$ cat src/verilog/icache_consts.svh
// Instruction cache size constants
`ifndef ICACHE_CONSTS_SVH
`define ICACHE_CONSTS_SVH

// Width of a fetch byte address
`define IC_ADDR_W 16

// Bytes per cache line, the unit of every refill
`define IC_LINE_BYTES 32

// Sets in each parity bank and ways in each set
`define IC_SETS 16
`define IC_WAYS 2

// Bytes returned to the fetch unit per lookup
`define IC_BUNDLE_BYTES 8

`endif
$ cat src/verilog/mem_bus_pkg.sv
// Refill memory bus types
`include "icache_consts.svh"

package mem_bus_pkg;

	// The bus moves whole lines, so the address is a line number
	typedef logic [`IC_ADDR_W-$clog2(`IC_LINE_BYTES)-1:0] mem_addr_t;

	// One full line of refill data
	typedef logic [`IC_LINE_BYTES*8-1:0] mem_line_t;

endpackage

$ cat src/verilog/icache_pkg.sv
// Instruction cache types
`include "icache_consts.svh"

package icache_pkg;

	// Byte address as presented by the fetch unit
	typedef logic [`IC_ADDR_W-1:0] fetch_addr_t;

	// Line number, the address with the line offset removed
	typedef logic [`IC_ADDR_W-$clog2(`IC_LINE_BYTES)-1:0] line_addr_t;

	// Bit 0 of the line number picks the bank, so the set index starts at bit 1
	typedef logic [$clog2(`IC_SETS)-1:0] set_t;
	typedef logic [`IC_ADDR_W-$clog2(`IC_LINE_BYTES)-$clog2(`IC_SETS)-2:0] tag_t;
	typedef logic [$clog2(`IC_WAYS)-1:0] way_t;

	typedef logic [`IC_LINE_BYTES*8-1:0] line_data_t;
	typedef logic [`IC_BUNDLE_BYTES*8-1:0] bundle_t;
	typedef logic [$clog2(`IC_LINE_BYTES)-1:0] line_off_t;

	// Refill sequencer states
	typedef enum logic [1:0] {
		ST_IDLE,
		ST_REQ,
		ST_RELEASE
	} ctrl_state_t;

endpackage

$ cat src/verilog/ic_fill_if.sv
// Cache fill and invalidate bus
`timescale 1ns/10ps

interface ic_fill_if;

	// One strobe per parity bank, high for a single cycle per line
	logic                    wr_even;
	logic                    wr_odd;

	// Target way and line of the write
	icache_pkg::way_t        fill_way;
	icache_pkg::line_addr_t  fill_line;
	icache_pkg::line_data_t  fill_data;

	// Clears every valid bit in both banks at the next edge
	logic                    inv_all;

	modport ctrl (output wr_even, wr_odd, fill_way, fill_line, fill_data, inv_all);

	modport bank (input wr_even, wr_odd, fill_way, fill_line, fill_data, inv_all);

endinterface

$ cat src/verilog/icache_ctrl.sv
// Instruction cache controller
`timescale 1ns/10ps

module icache_ctrl (
	input  logic                    clk,
	input  logic                    arst_n,
	input  logic                    fetch_valid,
	input  icache_pkg::fetch_addr_t fetch_addr,
	output logic                    fetch_ready,
	input  logic                    inv_all,
	input  logic                    even_hit,
	input  logic                    odd_hit,
	input  icache_pkg::line_addr_t  even_line_addr,
	input  icache_pkg::line_addr_t  odd_line_addr,
	input  icache_pkg::way_t        even_victim,
	input  icache_pkg::way_t        odd_victim,
	output logic                    mem_req,
	output mem_bus_pkg::mem_addr_t  mem_addr,
	input  logic                    mem_ack,
	input  mem_bus_pkg::mem_line_t  mem_line,
	ic_fill_if.ctrl                 fill,
	output logic                    s1_valid,
	output logic                    s1_hit,
	output icache_pkg::line_off_t   s1_off,
	output logic                    s1_swap
);

	icache_pkg::ctrl_state_t state_q;

	// Fetch pipeline, stage 0 lines up with the bank read, stage 1 with the compare
	logic                    s0_valid_q;
	logic                    s1_valid_q;
	icache_pkg::fetch_addr_t s0_addr_q;
	icache_pkg::fetch_addr_t s1_addr_q;

	// Refill context captured on a miss
	icache_pkg::line_addr_t  even_addr_q;
	icache_pkg::line_addr_t  odd_addr_q;
	icache_pkg::way_t        even_vic_q;
	icache_pkg::way_t        odd_vic_q;
	logic                    need_odd_q;
	logic                    cur_odd_q;
	logic                    inv_pend_q;

	logic                    idle;
	logic                    miss_start;
	logic                    fill_grant;

	// ==========================================================
	// Fetch pipeline
	// ==========================================================

	assign idle        = (state_q == icache_pkg::ST_IDLE);
	assign fetch_ready = idle;

	always_ff @(posedge clk or negedge arst_n) begin
		if (!arst_n) begin
			s0_valid_q <= 1'b0;
			s1_valid_q <= 1'b0;
		end else begin
			s0_valid_q <= fetch_valid && fetch_ready;
			s1_valid_q <= s0_valid_q;
		end
	end

	always_ff @(posedge clk) begin
		s0_addr_q <= fetch_addr;
		s1_addr_q <= s0_addr_q;
	end

	// A window may span two lines, so both banks must hit
	assign s1_valid = s1_valid_q;
	assign s1_hit   = even_hit && odd_hit;
	assign s1_off   = s1_addr_q[$bits(icache_pkg::line_off_t)-1:0];
	// Odd fetch line means the odd bank holds the first half
	assign s1_swap  = s1_addr_q[$bits(icache_pkg::line_off_t)];

	// Misses seen while a refill runs are reported but not serviced
	assign miss_start = s1_valid_q && !s1_hit && idle;

	// ==========================================================
	// Refill sequencer
	// ==========================================================

	always_ff @(posedge clk or negedge arst_n) begin
		if (!arst_n) begin
			state_q    <= icache_pkg::ST_IDLE;
			need_odd_q <= 1'b0;
			cur_odd_q  <= 1'b0;
		end else begin
			case (state_q)
				icache_pkg::ST_IDLE: begin
					if (miss_start) begin
						// Even line goes first unless it is already present
						need_odd_q <= !odd_hit;
						cur_odd_q  <= even_hit;
						state_q    <= icache_pkg::ST_REQ;
					end
				end
				icache_pkg::ST_REQ: begin
					if (mem_ack)
						state_q <= icache_pkg::ST_RELEASE;
				end
				icache_pkg::ST_RELEASE: begin
					// Next request waits for the ack of the previous one to fall
					if (!mem_ack) begin
						if (!cur_odd_q && need_odd_q) begin
							cur_odd_q <= 1'b1;
							state_q   <= icache_pkg::ST_REQ;
						end else begin
							state_q <= icache_pkg::ST_IDLE;
						end
					end
				end
				default: state_q <= icache_pkg::ST_IDLE;
			endcase
		end
	end

	always_ff @(posedge clk) begin
		if (miss_start) begin
			even_addr_q <= even_line_addr;
			odd_addr_q  <= odd_line_addr;
			even_vic_q  <= even_victim;
			odd_vic_q   <= odd_victim;
		end
	end

	// Invalidation arriving during a refill waits for the idle state
	always_ff @(posedge clk or negedge arst_n) begin
		if (!arst_n)
			inv_pend_q <= 1'b0;
		else if (idle)
			inv_pend_q <= 1'b0;
		else if (inv_all)
			inv_pend_q <= 1'b1;
	end

	// ==========================================================
	// Memory port and fill bus
	// ==========================================================

	assign mem_req  = (state_q == icache_pkg::ST_REQ);
	assign mem_addr = cur_odd_q ? odd_addr_q : even_addr_q;

	// Line is written on the edge where the ack is first seen
	assign fill_grant     = mem_req && mem_ack;
	assign fill.wr_even   = fill_grant && !cur_odd_q;
	assign fill.wr_odd    = fill_grant && cur_odd_q;
	assign fill.fill_way  = cur_odd_q ? odd_vic_q : even_vic_q;
	assign fill.fill_line = mem_addr;
	assign fill.fill_data = mem_line;
	assign fill.inv_all   = (inv_all || inv_pend_q) && idle;

endmodule

$ cat src/flat_wrapper.sv
// flat-port wrapper written by rule: the top's interface ports become plain ports
module icache_ctrl_flat 
  (clk, arst_n, fetch_valid, fetch_addr, fetch_ready, inv_all, even_hit, odd_hit, even_line_addr, odd_line_addr, even_victim, odd_victim, mem_req, mem_addr, mem_ack, mem_line, s1_valid, s1_hit, s1_off, s1_swap, fill_wr_even, fill_wr_odd, fill_fill_way, fill_fill_line, fill_fill_data, fill_inv_all);
  ic_fill_if fill_i ();
  input  logic clk;
  input  logic arst_n;
  input  logic fetch_valid;
  input  icache_pkg::fetch_addr_t fetch_addr;
  output logic fetch_ready;
  input  logic inv_all;
  input  logic even_hit;
  input  logic odd_hit;
  input  icache_pkg::line_addr_t even_line_addr;
  input  icache_pkg::line_addr_t odd_line_addr;
  input  icache_pkg::way_t even_victim;
  input  icache_pkg::way_t odd_victim;
  output logic mem_req;
  output mem_bus_pkg::mem_addr_t mem_addr;
  input  logic mem_ack;
  input  mem_bus_pkg::mem_line_t mem_line;
  output logic s1_valid;
  output logic s1_hit;
  output icache_pkg::line_off_t s1_off;
  output logic s1_swap;
  output wire logic [$bits(fill_i.wr_even)-1:0] fill_wr_even;
  output wire logic [$bits(fill_i.wr_odd)-1:0] fill_wr_odd;
  output wire logic [$bits(fill_i.fill_way)-1:0] fill_fill_way;
  output wire logic [$bits(fill_i.fill_line)-1:0] fill_fill_line;
  output wire logic [$bits(fill_i.fill_data)-1:0] fill_fill_data;
  output wire logic [$bits(fill_i.inv_all)-1:0] fill_inv_all;
  assign fill_wr_even = fill_i.wr_even;
  assign fill_wr_odd = fill_i.wr_odd;
  assign fill_fill_way = fill_i.fill_way;
  assign fill_fill_line = fill_i.fill_line;
  assign fill_fill_data = fill_i.fill_data;
  assign fill_inv_all = fill_i.inv_all;
  icache_ctrl u_core (.clk(clk), .arst_n(arst_n), .fetch_valid(fetch_valid), .fetch_addr(fetch_addr), .fetch_ready(fetch_ready), .inv_all(inv_all), .even_hit(even_hit), .odd_hit(odd_hit), .even_line_addr(even_line_addr), .odd_line_addr(odd_line_addr), .even_victim(even_victim), .odd_victim(odd_victim), .mem_req(mem_req), .mem_addr(mem_addr), .mem_ack(mem_ack), .mem_line(mem_line), .fill(fill_i), .s1_valid(s1_valid), .s1_hit(s1_hit), .s1_off(s1_off), .s1_swap(s1_swap));
endmodule
$ cat config.mk
export PLATFORM = sky130hd
export DESIGN_NAME = icache_ctrl_flat
export DESIGN_NICKNAME = d
export VERILOG_FILES = /design/src/verilog/mem_bus_pkg.sv /design/src/verilog/icache_pkg.sv /design/src/verilog/ic_fill_if.sv /design/src/verilog/icache_ctrl.sv /design/src/flat_wrapper.sv
export VERILOG_INCLUDE_DIRS = /design/src /design/src/verilog
export SDC_FILE = /design/constraint.sdc
export NUM_CORES = 1
export LEC_CHECK = 0
export BUFFER_PORTS_ARGS = -buffer_cell sky130_fd_sc_hd__buf_4
export CAP_MARGIN = 20
export CORE_AREA = 2 2 228 230
export CTS_BUF_LIST = sky130_fd_sc_hd__clkbuf_8
export DETAILED_ROUTE_END_ITERATION = 12
export DIE_AREA = 0 0 230 232
export GPL_TIMING_DRIVEN = 0
export MAX_ROUTING_LAYER = met4
export PLACE_DENSITY = 0.38
export RECOVER_POWER = 100
export SYNTH_ARGS = -nofsm -noshare
export SYNTH_HDL_FRONTEND = slang
export SYNTH_SLANG_ARGS = --single-unit
$ cat constraint.sdc
create_clock -name clk -period 2.1 [get_ports clk]
set_input_delay 0.105 -clock clk [delete_from_list [all_inputs] [get_ports clk]]
set_output_delay 0.105 -clock clk [all_outputs]
set_load 0.02 [all_outputs]
======== Word level (Yosys, flattened, before mapping) ========
Index checks and enable logic that the tools add are counted.
Widths: inputs -> output; s select.
cells by class
  equal/unequal tests ..................... 6
  mux-type cells .......................... 13
  reduce and logical (&&, ||, !) cells .... 19
operators with widths
  cell                count
  $mux 11             1
  $logic_and 1x1->1   9
  $mux 1              7
  $mux 2              3
  $ne 2x2->1 const B  3
  $pmux 2 s3          1
  $reduce_and 4->1    1
  $reduce_bool 2->1   2
  $logic_not 1->1     3
  $reduce_and 3->1    1
  $eq 2x1->1 const B  1
  $eq 2x2->1 const B  1
  $logic_not 2->1     1
  $ne 2x1->1 const B  1
  $pmux 1 s2          1
  $reduce_and 2->1    1
  $logic_or 1x1->1    1
word-level totals
  register bits ........................... 43
  output and inout port bits .............. 292
  input port bits ......................... 303
  logic and storage cells ................. 50

======== Logic depth before layout (Yosys ltp) ========
Gate-level depths: netlist (run 1).
  depth after elaboration ................. 6
  depth in mapped cells ................... 4
  mapped depth without buffers ............ 3

======== Worst setup path after synthesis (run 1) ========
Ideal clock, no wire load.
  kind .................................... register -> register
  start ................................... register u_core.state_q[1]
  end ..................................... register u_core.even_addr_q[0], enable pin
  stages on the path, launching flop included .. 4
  arrival time ............................ 1.317 ns
  library setup time ...................... 0.379 ns
  clock period less this slack ............ 1.696 ns
  buffers on the path ..................... 0
  required time ........................... 1.721 ns
  slack ................................... 0.404 ns
  cell sequence ........................... dfrtp_1 > nor2_4 > nand3_1 > inv_1
on the way
  longest elaborated chain between the ends .. 2
ends and longest elaborated chain
  item                    RTL line            RTL
  from (decl)             icache_ctrl.sv:28   icache_pkg::ctrl_state_t state_q;
  from (signal assigned)  icache_ctrl.sv:87   state_q <= icache_pkg::ST_IDLE;
  from (signal assigned)  icache_ctrl.sv:97   state_q <= icache_pkg::ST_REQ;
  from (signal assigned)  icache_ctrl.sv:102  state_q <= icache_pkg::ST_RELEASE;
  $logic_not 2->1         icache_ctrl.sv:53   assign idle = (state_q == icache_pkg::ST_IDLE);
  via fetch_ready         flat_wrapper.sv:9   output logic fetch_ready;
  $logic_and 1x1->1       icache_ctrl.sv:79   assign miss_start = s1_valid_q && !s1_hit && idle;
  via u_core.miss_start   icache_ctrl.sv:46   logic miss_start;
  to (signal assigned)    icache_ctrl.sv:122  even_addr_q <= even_line_addr;
  to (decl)               icache_ctrl.sv:37   icache_pkg::line_addr_t even_addr_q;
The timed path passes the listed nets, and every way through them passes these cells.
A chain may end at the register's enable or synchronous reset.

======== Worst setup path after layout (run 1) ========
  start ................................... register u_core.state_q[0]
  end ..................................... register u_core.odd_addr_q[2], enable pin
on the way
  longest elaborated chain between the ends .. 2
ends and longest elaborated chain
  item                   RTL line            RTL
  $logic_not 2->1        icache_ctrl.sv:53
  $logic_and 1x1->1      icache_ctrl.sv:79
  via u_core.miss_start  icache_ctrl.sv:46
  to (signal assigned)   icache_ctrl.sv:123  odd_addr_q <= odd_line_addr;
  to (decl)              icache_ctrl.sv:38   icache_pkg::line_addr_t odd_addr_q;
The timed path passes the listed nets, and every way through them passes these cells.

==> impl_results.md, run 1 <==
- DP Wirelength: about 23000 microns
- DR vias/cell: 2.39
- Die area: 0.0534 sq mm
- Die extent in x: ~230 microns
- Final wirelength: 24000 microns
- Register area share after synthesis: 0.332
- Syn Inst Count: approximately 350
- Combinational power share: 0.570
- Psw: ~1700 uW
- Total Routing Usage GR: 0.0813
- CP Cell Sequence: nor2_1 -> nand3_1 -> clkinvlp_4
- Crit end category: flip-flop
- Yosys warns: 0
- Layout cells sized above 1: 0.469
- H-tree levels: 2
- Synth Cell Area: 0.00343 sq mm
- Vias in the first global route: between 3000 and 4000
- Hold Crit Class: in -> reg
- Port bufs: 328
- Row count: 83
- Boundary Pins: between 500 and 600
- Die Y: 232 microns
- Clock power frac: 0.144
- Reg clk slew, reported paths: around 90 ps
- CTS tree: yes
- Slew Viols, Final: 0
- Worst skew pair latency: between 300 and 400 ps
- Post-route ant nets: 0
- Via count: ~3400
- Syn avg cell area: 9.85 sq um
- Slew HR: 0.620
- Syn Nets: 651
- MaxCap Viol Count: 0
- DRC: 0
- WP buf/inv: 1
- Setup TNS: 0 ps
- Post-route clock period utilization: 0.866
- CP max stage delay: 490 ps
- Least-Margin Pin Slew: ~570 ps
- Post-layout min period: roughly 1800 ps
- Most common cell after layout, fill and taps aside: buf_4
- Placement Setup Slack: around 39 ps
- Setup-failing EPs final: 0
- Initial antenna violation count: 16
- Highest achievable clock rate: 550 MHz
- P_leak: 0.00260 uW
- Crit path DAT: 1770 ps
- Core ar.: just over 0.05 sq mm
- Routed WL per cell: 17.0 microns
- First-pass GRT wire length: 28200 microns
- Peak supply drop: approximately 0.7 mV
- Internal power: 2290 uW
- Pin count of the biggest net entering global routing: 25
- Delay-heaviest family, CP: simple AND/OR/NAND/NOR gates
- Clock root buffer: clkbuf_8
- Net switching share of the total power: 0.424
- Most frequent cells in the layout: 285 x buf_4, 272 x clkbuf_1, 38 x clkbuf_4
- Seq cells post-synth: 43
- Filler cells: 6115
- TritonCTS buffer count: 5
- Worst Setup Path Type: reg -> reg
- Status: finished, final reports clean
- Max Root-Sink Buffers: 2
- Clk_skew: 10.3 ps
- CP Launch Type: flip-flop
- Yosys cell types: 19
- P&R area growth vs syn: 79.8%
- Hold Fails Final Rpt: 0
- RSZ-0062 raised after global routing: no
- Fin nets: 1019
- CTS sink cnt: 43
- Final Worst Setup Slack: 281 ps
- GR Overflow Total: 0
- Power density over the cells: 645 mW/mm^2
- Critical path peak fanout: 24
- Required time of the worst setup path: 2060 ps
- Crit-path slowest cell: clkinvlp_4
- Postcts setup bufs: 0
- Routability cong.: 0.717
- Final Core Density: 0.121
- Total iterations of the first detailed-routing run: 4
- Seq pwr share: 0.286
- Iter 0 DRT Violations: 90
- Initial Util: 0.0673
logic make-up (layout without fill, tap and decap cells):
family / count (synthesis) / count (layout) / synth area share
simple gates: 12 / 12 / 0.0197
flops: 43 / 43 / 0.332
compound gates: 4 / 4 / 0.00730
mux: 14 / 14 / 0.0453
buf+inv: 275 / 644 / 0.596
other cells: 0 / 10 / 0
registers in the layout, summed over array words and instances (netlist names):
register	count
u_core.cur_odd_q	1
u_core.even_addr_q	11
u_core.even_vic_q	1
u_core.inv_pend_q	1
u_core.need_odd_q	1
u_core.odd_addr_q	11
u_core.odd_vic_q	1
u_core.s0_addr_q	6
u_core.s0_valid_q	1
u_core.s1_addr_q	6
u_core.s1_valid	1
u_core.state_q	2
per-layer routing:
metal,up-vias,part of all wire,global-route usage
li1,1567,-,-
met1,1499,0.35,0.0810
met2,275,0.52,0.145
met3,24,0.10,0.0316
met4,0,0.028,0.0266
met5,-,0,-
power by group through the flow:
stage                     clock [uW]  sequential, uW  combinational [uW]
after floorplan                    0            1160                1530
after global placement             0            1160                2570
after detailed placement           0            1170                2570
after CTS                        593            1150                2630
after global routing             623            1160                2410
final                            571            1140                2260
stage by stage:
stage / cells / hold WS [ps] / total power [uW] / cell area [sq um]
global route: 1405 / 15.2 / 4190 / 6160
detailed placement: 1356 / -69.3 / 3740 / 6740
global placement: 1356 / -70.5 / 3740 / 6740
floorplan: 348 / -191 / 2690 / 3430
CTS: 1397 / 1.95 / 4370 / 7160
finish: 1407 / 17.7 / 3970 / 6160
cell usage after synthesis:
master,instances,area share
inv_1,6,0.0066
mux2_2,12,0.039
nor2_1,4,0.0044
edfxtp_1,24,0.21
nor2_4,1,0.0033
dfrtp_1,7,0.051
a31oi_1,2,0.0037
nand3_1,1,0.0015
and2_1,1,0.0018
and2b_2,2,0.0051
o21a_1,1,0.0022
nand2_1,2,0.0022
buf_6,1,0.0033
mux2i_1,2,0.0058
buf_2,1,0.0015
buf_4,267,0.58
nor3_1,1,0.0015
o21ai_0,1,0.0015
dfxtp_1,12,0.070
final cells by class:
type                       count  area, sq um  share of cell area
clock inverter                 3         23.8             0.00386
antenna                       10         25.0             0.00406
buffer                       269         2020               0.328
multi-input combinational     30          239              0.0388
tap                          680          851               0.138
timing repair buffer         361         1770               0.288
sequential                    43         1140               0.184
inverter                       6         26.3             0.00426
clock buffer                   5         68.8              0.0112
path summary, 6_finish.rpt:
check,cells past startpoint,start,to,slack [ps]
setup / recovery,3,u_core.state_q[0],u_core.odd_addr_q[2],280
hold / removal,2,mem_ack,u_core.state_q[0],20
setup reg to reg,3,u_core.state_q[0],u_core.odd_addr_q[2],280
hold reg to reg,0,u_core.s0_addr_q[0],u_core.s1_addr_q[0],330
max in group asynchronous,2,arst_n,u_core.cur_odd_q,1550
min in group asynchronous,2,arst_n,u_core.s0_valid_q,250
repair_timing:
item / in CTS / in global routing
endpoints found under the hold margin: 39 / 0
endpoints found under the setup margin: 0 / 24
hold buffers: 33 / 0
gates resized for setup: 0 / 1
No activity file was read; power rests on OpenSTA's default activity.
==> run 2: changes to the inputs <==
--- a/config.mk
+++ b/config.mk
@@ -9,7 +9,6 @@
 export BUFFER_PORTS_ARGS = -buffer_cell sky130_fd_sc_hd__buf_4
 export CAP_MARGIN = 20
 export CORE_AREA = 2 2 228 230
-export CTS_BUF_LIST = sky130_fd_sc_hd__clkbuf_8
 export DETAILED_ROUTE_END_ITERATION = 12
 export DIE_AREA = 0 0 230 232
 export GPL_TIMING_DRIVEN = 0
==> impl_results.md, run 2 (synthesized netlist as in run 1, its figures left out) <==
- Reg clk slew, reported paths: 60 ps (was 90 ps)
- Routed WL per cell: 17.1 microns (was 17.0 microns)
- Least-Margin Pin Slew: 574 ps (was 572 ps)
- Highest achievable clock rate: 530 MHz (was 550 MHz)
- Port bufs: 328 (unchanged)
- DR vias/cell: 2.39 (about the same)
- Clock root buffer: clkbuf_16 (was clkbuf_8)
- Postcts setup bufs: 0 (unchanged)
- Vias in the first global route: 3373 (was 3376)
- Psw: 1700 uW (was 1690 uW)
- Internal power: 2480 uW (was 2290 uW)
- Final wirelength: 24000 microns (about the same)
- Most frequent cells in the layout: 286 x buf_4, 272 x clkbuf_1, 32 x clkbuf_4, 32 x dlygate4sd3_1, 24 x edfxtp_1 (was 285 x buf_4, 272 x clkbuf_1, 38 x clkbuf_4)
- Worst skew pair latency: 290 ps (was 310 ps)
- RSZ-0062 raised after global routing: no (unchanged)
- P&R area growth vs syn: 80.5% (was 79.8%)
- Crit-path slowest cell: mux2_2 (was clkinvlp_4)
- Total Routing Usage GR: 0.0815 (was 0.0813)
- DR WL met2: 12400 microns (about the same)
- Via count: 3361 (was 3365)
- CP max stage delay: 400 ps (was 490 ps)
- Row count: 83 (unchanged)
- Design Area, Final: 0.00619 sq mm (was 0.00616 sq mm)
- Setup TNS: 0 ps (unchanged)
- Top routing layer in use: met4 (unchanged)
- Boundary Pins: 595 (unchanged)
- DRC: 0 (unchanged)
- Net switching share of the total power: 0.407 (was 0.424)
- Clk_skew: 6.78 ps (was 10.3 ps)
- Peak supply drop: 0.580 mV (was 0.698 mV)
- P_leak: 0.00261 uW (was 0.00260 uW)
- Setup-failing EPs final: 0 (unchanged)
- Layout cells sized above 1: 0.479 (was 0.469)
- CTS sink cnt: 43 (unchanged)
- Die area: 0.0534 sq mm (unchanged)
- Required time of the worst setup path: 2000 ps (was 2060 ps)
- H-tree levels: 2 (unchanged)
- Post-layout min period: 1890 ps (was 1820 ps)
- Status: finished, final reports clean (unchanged)
- Initial antenna violation count: 16 (unchanged)
- Combinational power share: 0.537 (was 0.570)
- MaxCap Viol Count: 0 (unchanged)
- CP Cell Sequence: buf_2 -> clkbuf_2 -> mux2_2 -> buf_4 -> buf_4 (was nor2_1 -> nand3_1 -> clkinvlp_4)
- Post-route ant nets: 0 (unchanged)
- Slew Viols, Final: 0 (unchanged)
- Biggest registers after layout: u_core.even_addr_q (11), u_core.odd_addr_q (11) (unchanged)
- Cell mode on critical path: buf_4
- Met3 wire len: 2580 microns (was 2510 microns)
- First-pass GRT wire length: 28200 microns (unchanged)
- WP buf/inv: 4 (was 1)
- Routability cong.: 0.717 (unchanged)
- Wire length on met1: 8330 microns (was 8380 microns)
- CP Launch Type: flip-flop (unchanged)
- Max Root-Sink Buffers: 2 (unchanged)
- Critical path peak fanout: 10 (was 24)
- Clock power frac: 0.191 (was 0.144)
- Die Y: 232 microns (unchanged)
- Placed Cells: 1356 (unchanged)
- CTS tree: yes (unchanged)
- Hold Crit Class: in -> reg (unchanged)
- Iter 0 DRT Violations: 59 (was 90)
- Worst Setup Path Type: reg -> out (was reg -> reg)
- Fin cells: 1405 (was 1407)
- Fin nets: 1018 (was 1019)
- Power density over the cells: 677 mW/mm^2 (was 645 mW/mm^2)
- DP Wirelength: 22600 microns (unchanged)
- Core ar.: 0.0509 sq mm (unchanged)
- Seq pwr share: 0.272 (was 0.286)
- Crit end category: output port (was flip-flop)
- Total iterations of the first detailed-routing run: 4 (unchanged)
- Pin count of the biggest net entering global routing: 25 (unchanged)
- Die extent in x: 230 microns (unchanged)
- Placed Area: 0.00674 sq mm (unchanged)
- Crit path DAT: 1780 ps (was 1770 ps)
- TritonCTS buffer count: 5 (unchanged)
- Hold Fails Final Rpt: 0 (unchanged)
- Most common cell after layout, fill and taps aside: buf_4 (unchanged)
- Delay-heaviest family, CP: buffers and inverters (was simple AND/OR/NAND/NOR gates)
- Post-route clock period utilization: 0.898 (was 0.866)
- Initial Util: 0.0673 (unchanged)
- Slew HR: 0.619 (was 0.620)
- GR Overflow Total: 0 (unchanged)
==> run 2: changes by cell type in the layout (fill, tap and decap cells not counted), moves of 5 or more <==
cell / change
mux2_1: -7
mux2_2: +7
clkbuf_2: +6
clkbuf_4: -6
clkbuf_16: +5
clkbuf_8: -5
==> run 2: per-stage QoR <==
stage	hold slack, ps	utilization	setup slack [ps]	power (uW)
after CTS	20.2	0.142	22.9	4620
after detailed placement	-69.3	0.132	38.9	3740
after floorplan	-191	-	404	2690
final	38.5	0.122	215	4190
after global routing	43.7	0.122	85.9	4420
after global placement	-70.5	0.132	59.0	3740
==> run 2: power by group through the flow <==
stage	clock network, uW	registers, uW	logic (uW)
floorplan	0	1160	1530
finish	800	1140	2250
global placement	0	1160	2570
detailed placement	0	1170	2570
global route	860	1160	2390
CTS	838	1150	2630
==> run 2: routing by layer <==
layer / up-vias / global-route usage
met5: - / -
met4: 0 / 0.0278
met3: 29 / 0.0317
met2: 276 / 0.145
met1: 1492 / 0.0810
li1: 1564 / -
==> run 2: path summary, 6_finish.rpt <==
kind,cells after the start,endpoint,start,slack (ps)
worst max-delay path,5,mem_addr[4],u_core.cur_odd_q,210
worst min-delay path,2,u_core.s0_valid_q,fetch_valid,40
worst max register to register,3,u_core.even_addr_q[5],u_core.state_q[1],280
worst min register to register,0,u_core.s1_addr_q[4],u_core.s0_addr_q[4],330
max in group asynchronous,2,u_core.state_q[0],arst_n,1520
min in group asynchronous,2,u_core.s0_valid_q,arst_n,270
==> run 2: what timing repair did <==
action,4_1_cts,5_1_grt
endpoints found under the hold margin,38,0
hold buffers,32,0
resized for setup,0,1
endpoints found under the setup margin,0,24
==> run 2: worst reg2reg max path: stages (launching register included) <==
cell and delay [ps]:
dfrtp_1 420, nor2_1 230, nand3_1 310, clkinvlp_4 500
==> run 2: layout make-up <==
cell class,count,area (sq um)
Clock buffer,5,125
Timing Repair Buffer,360,1750
Buffer,269,2010
Clock inverter,3,23.8
Sequential cell,43,1140
Antenna cell,9,22.5
Fill cell,6111,44700
Tap cell,680,851
Inverter,6,26.3
Multi-Input combinational cell,30,239
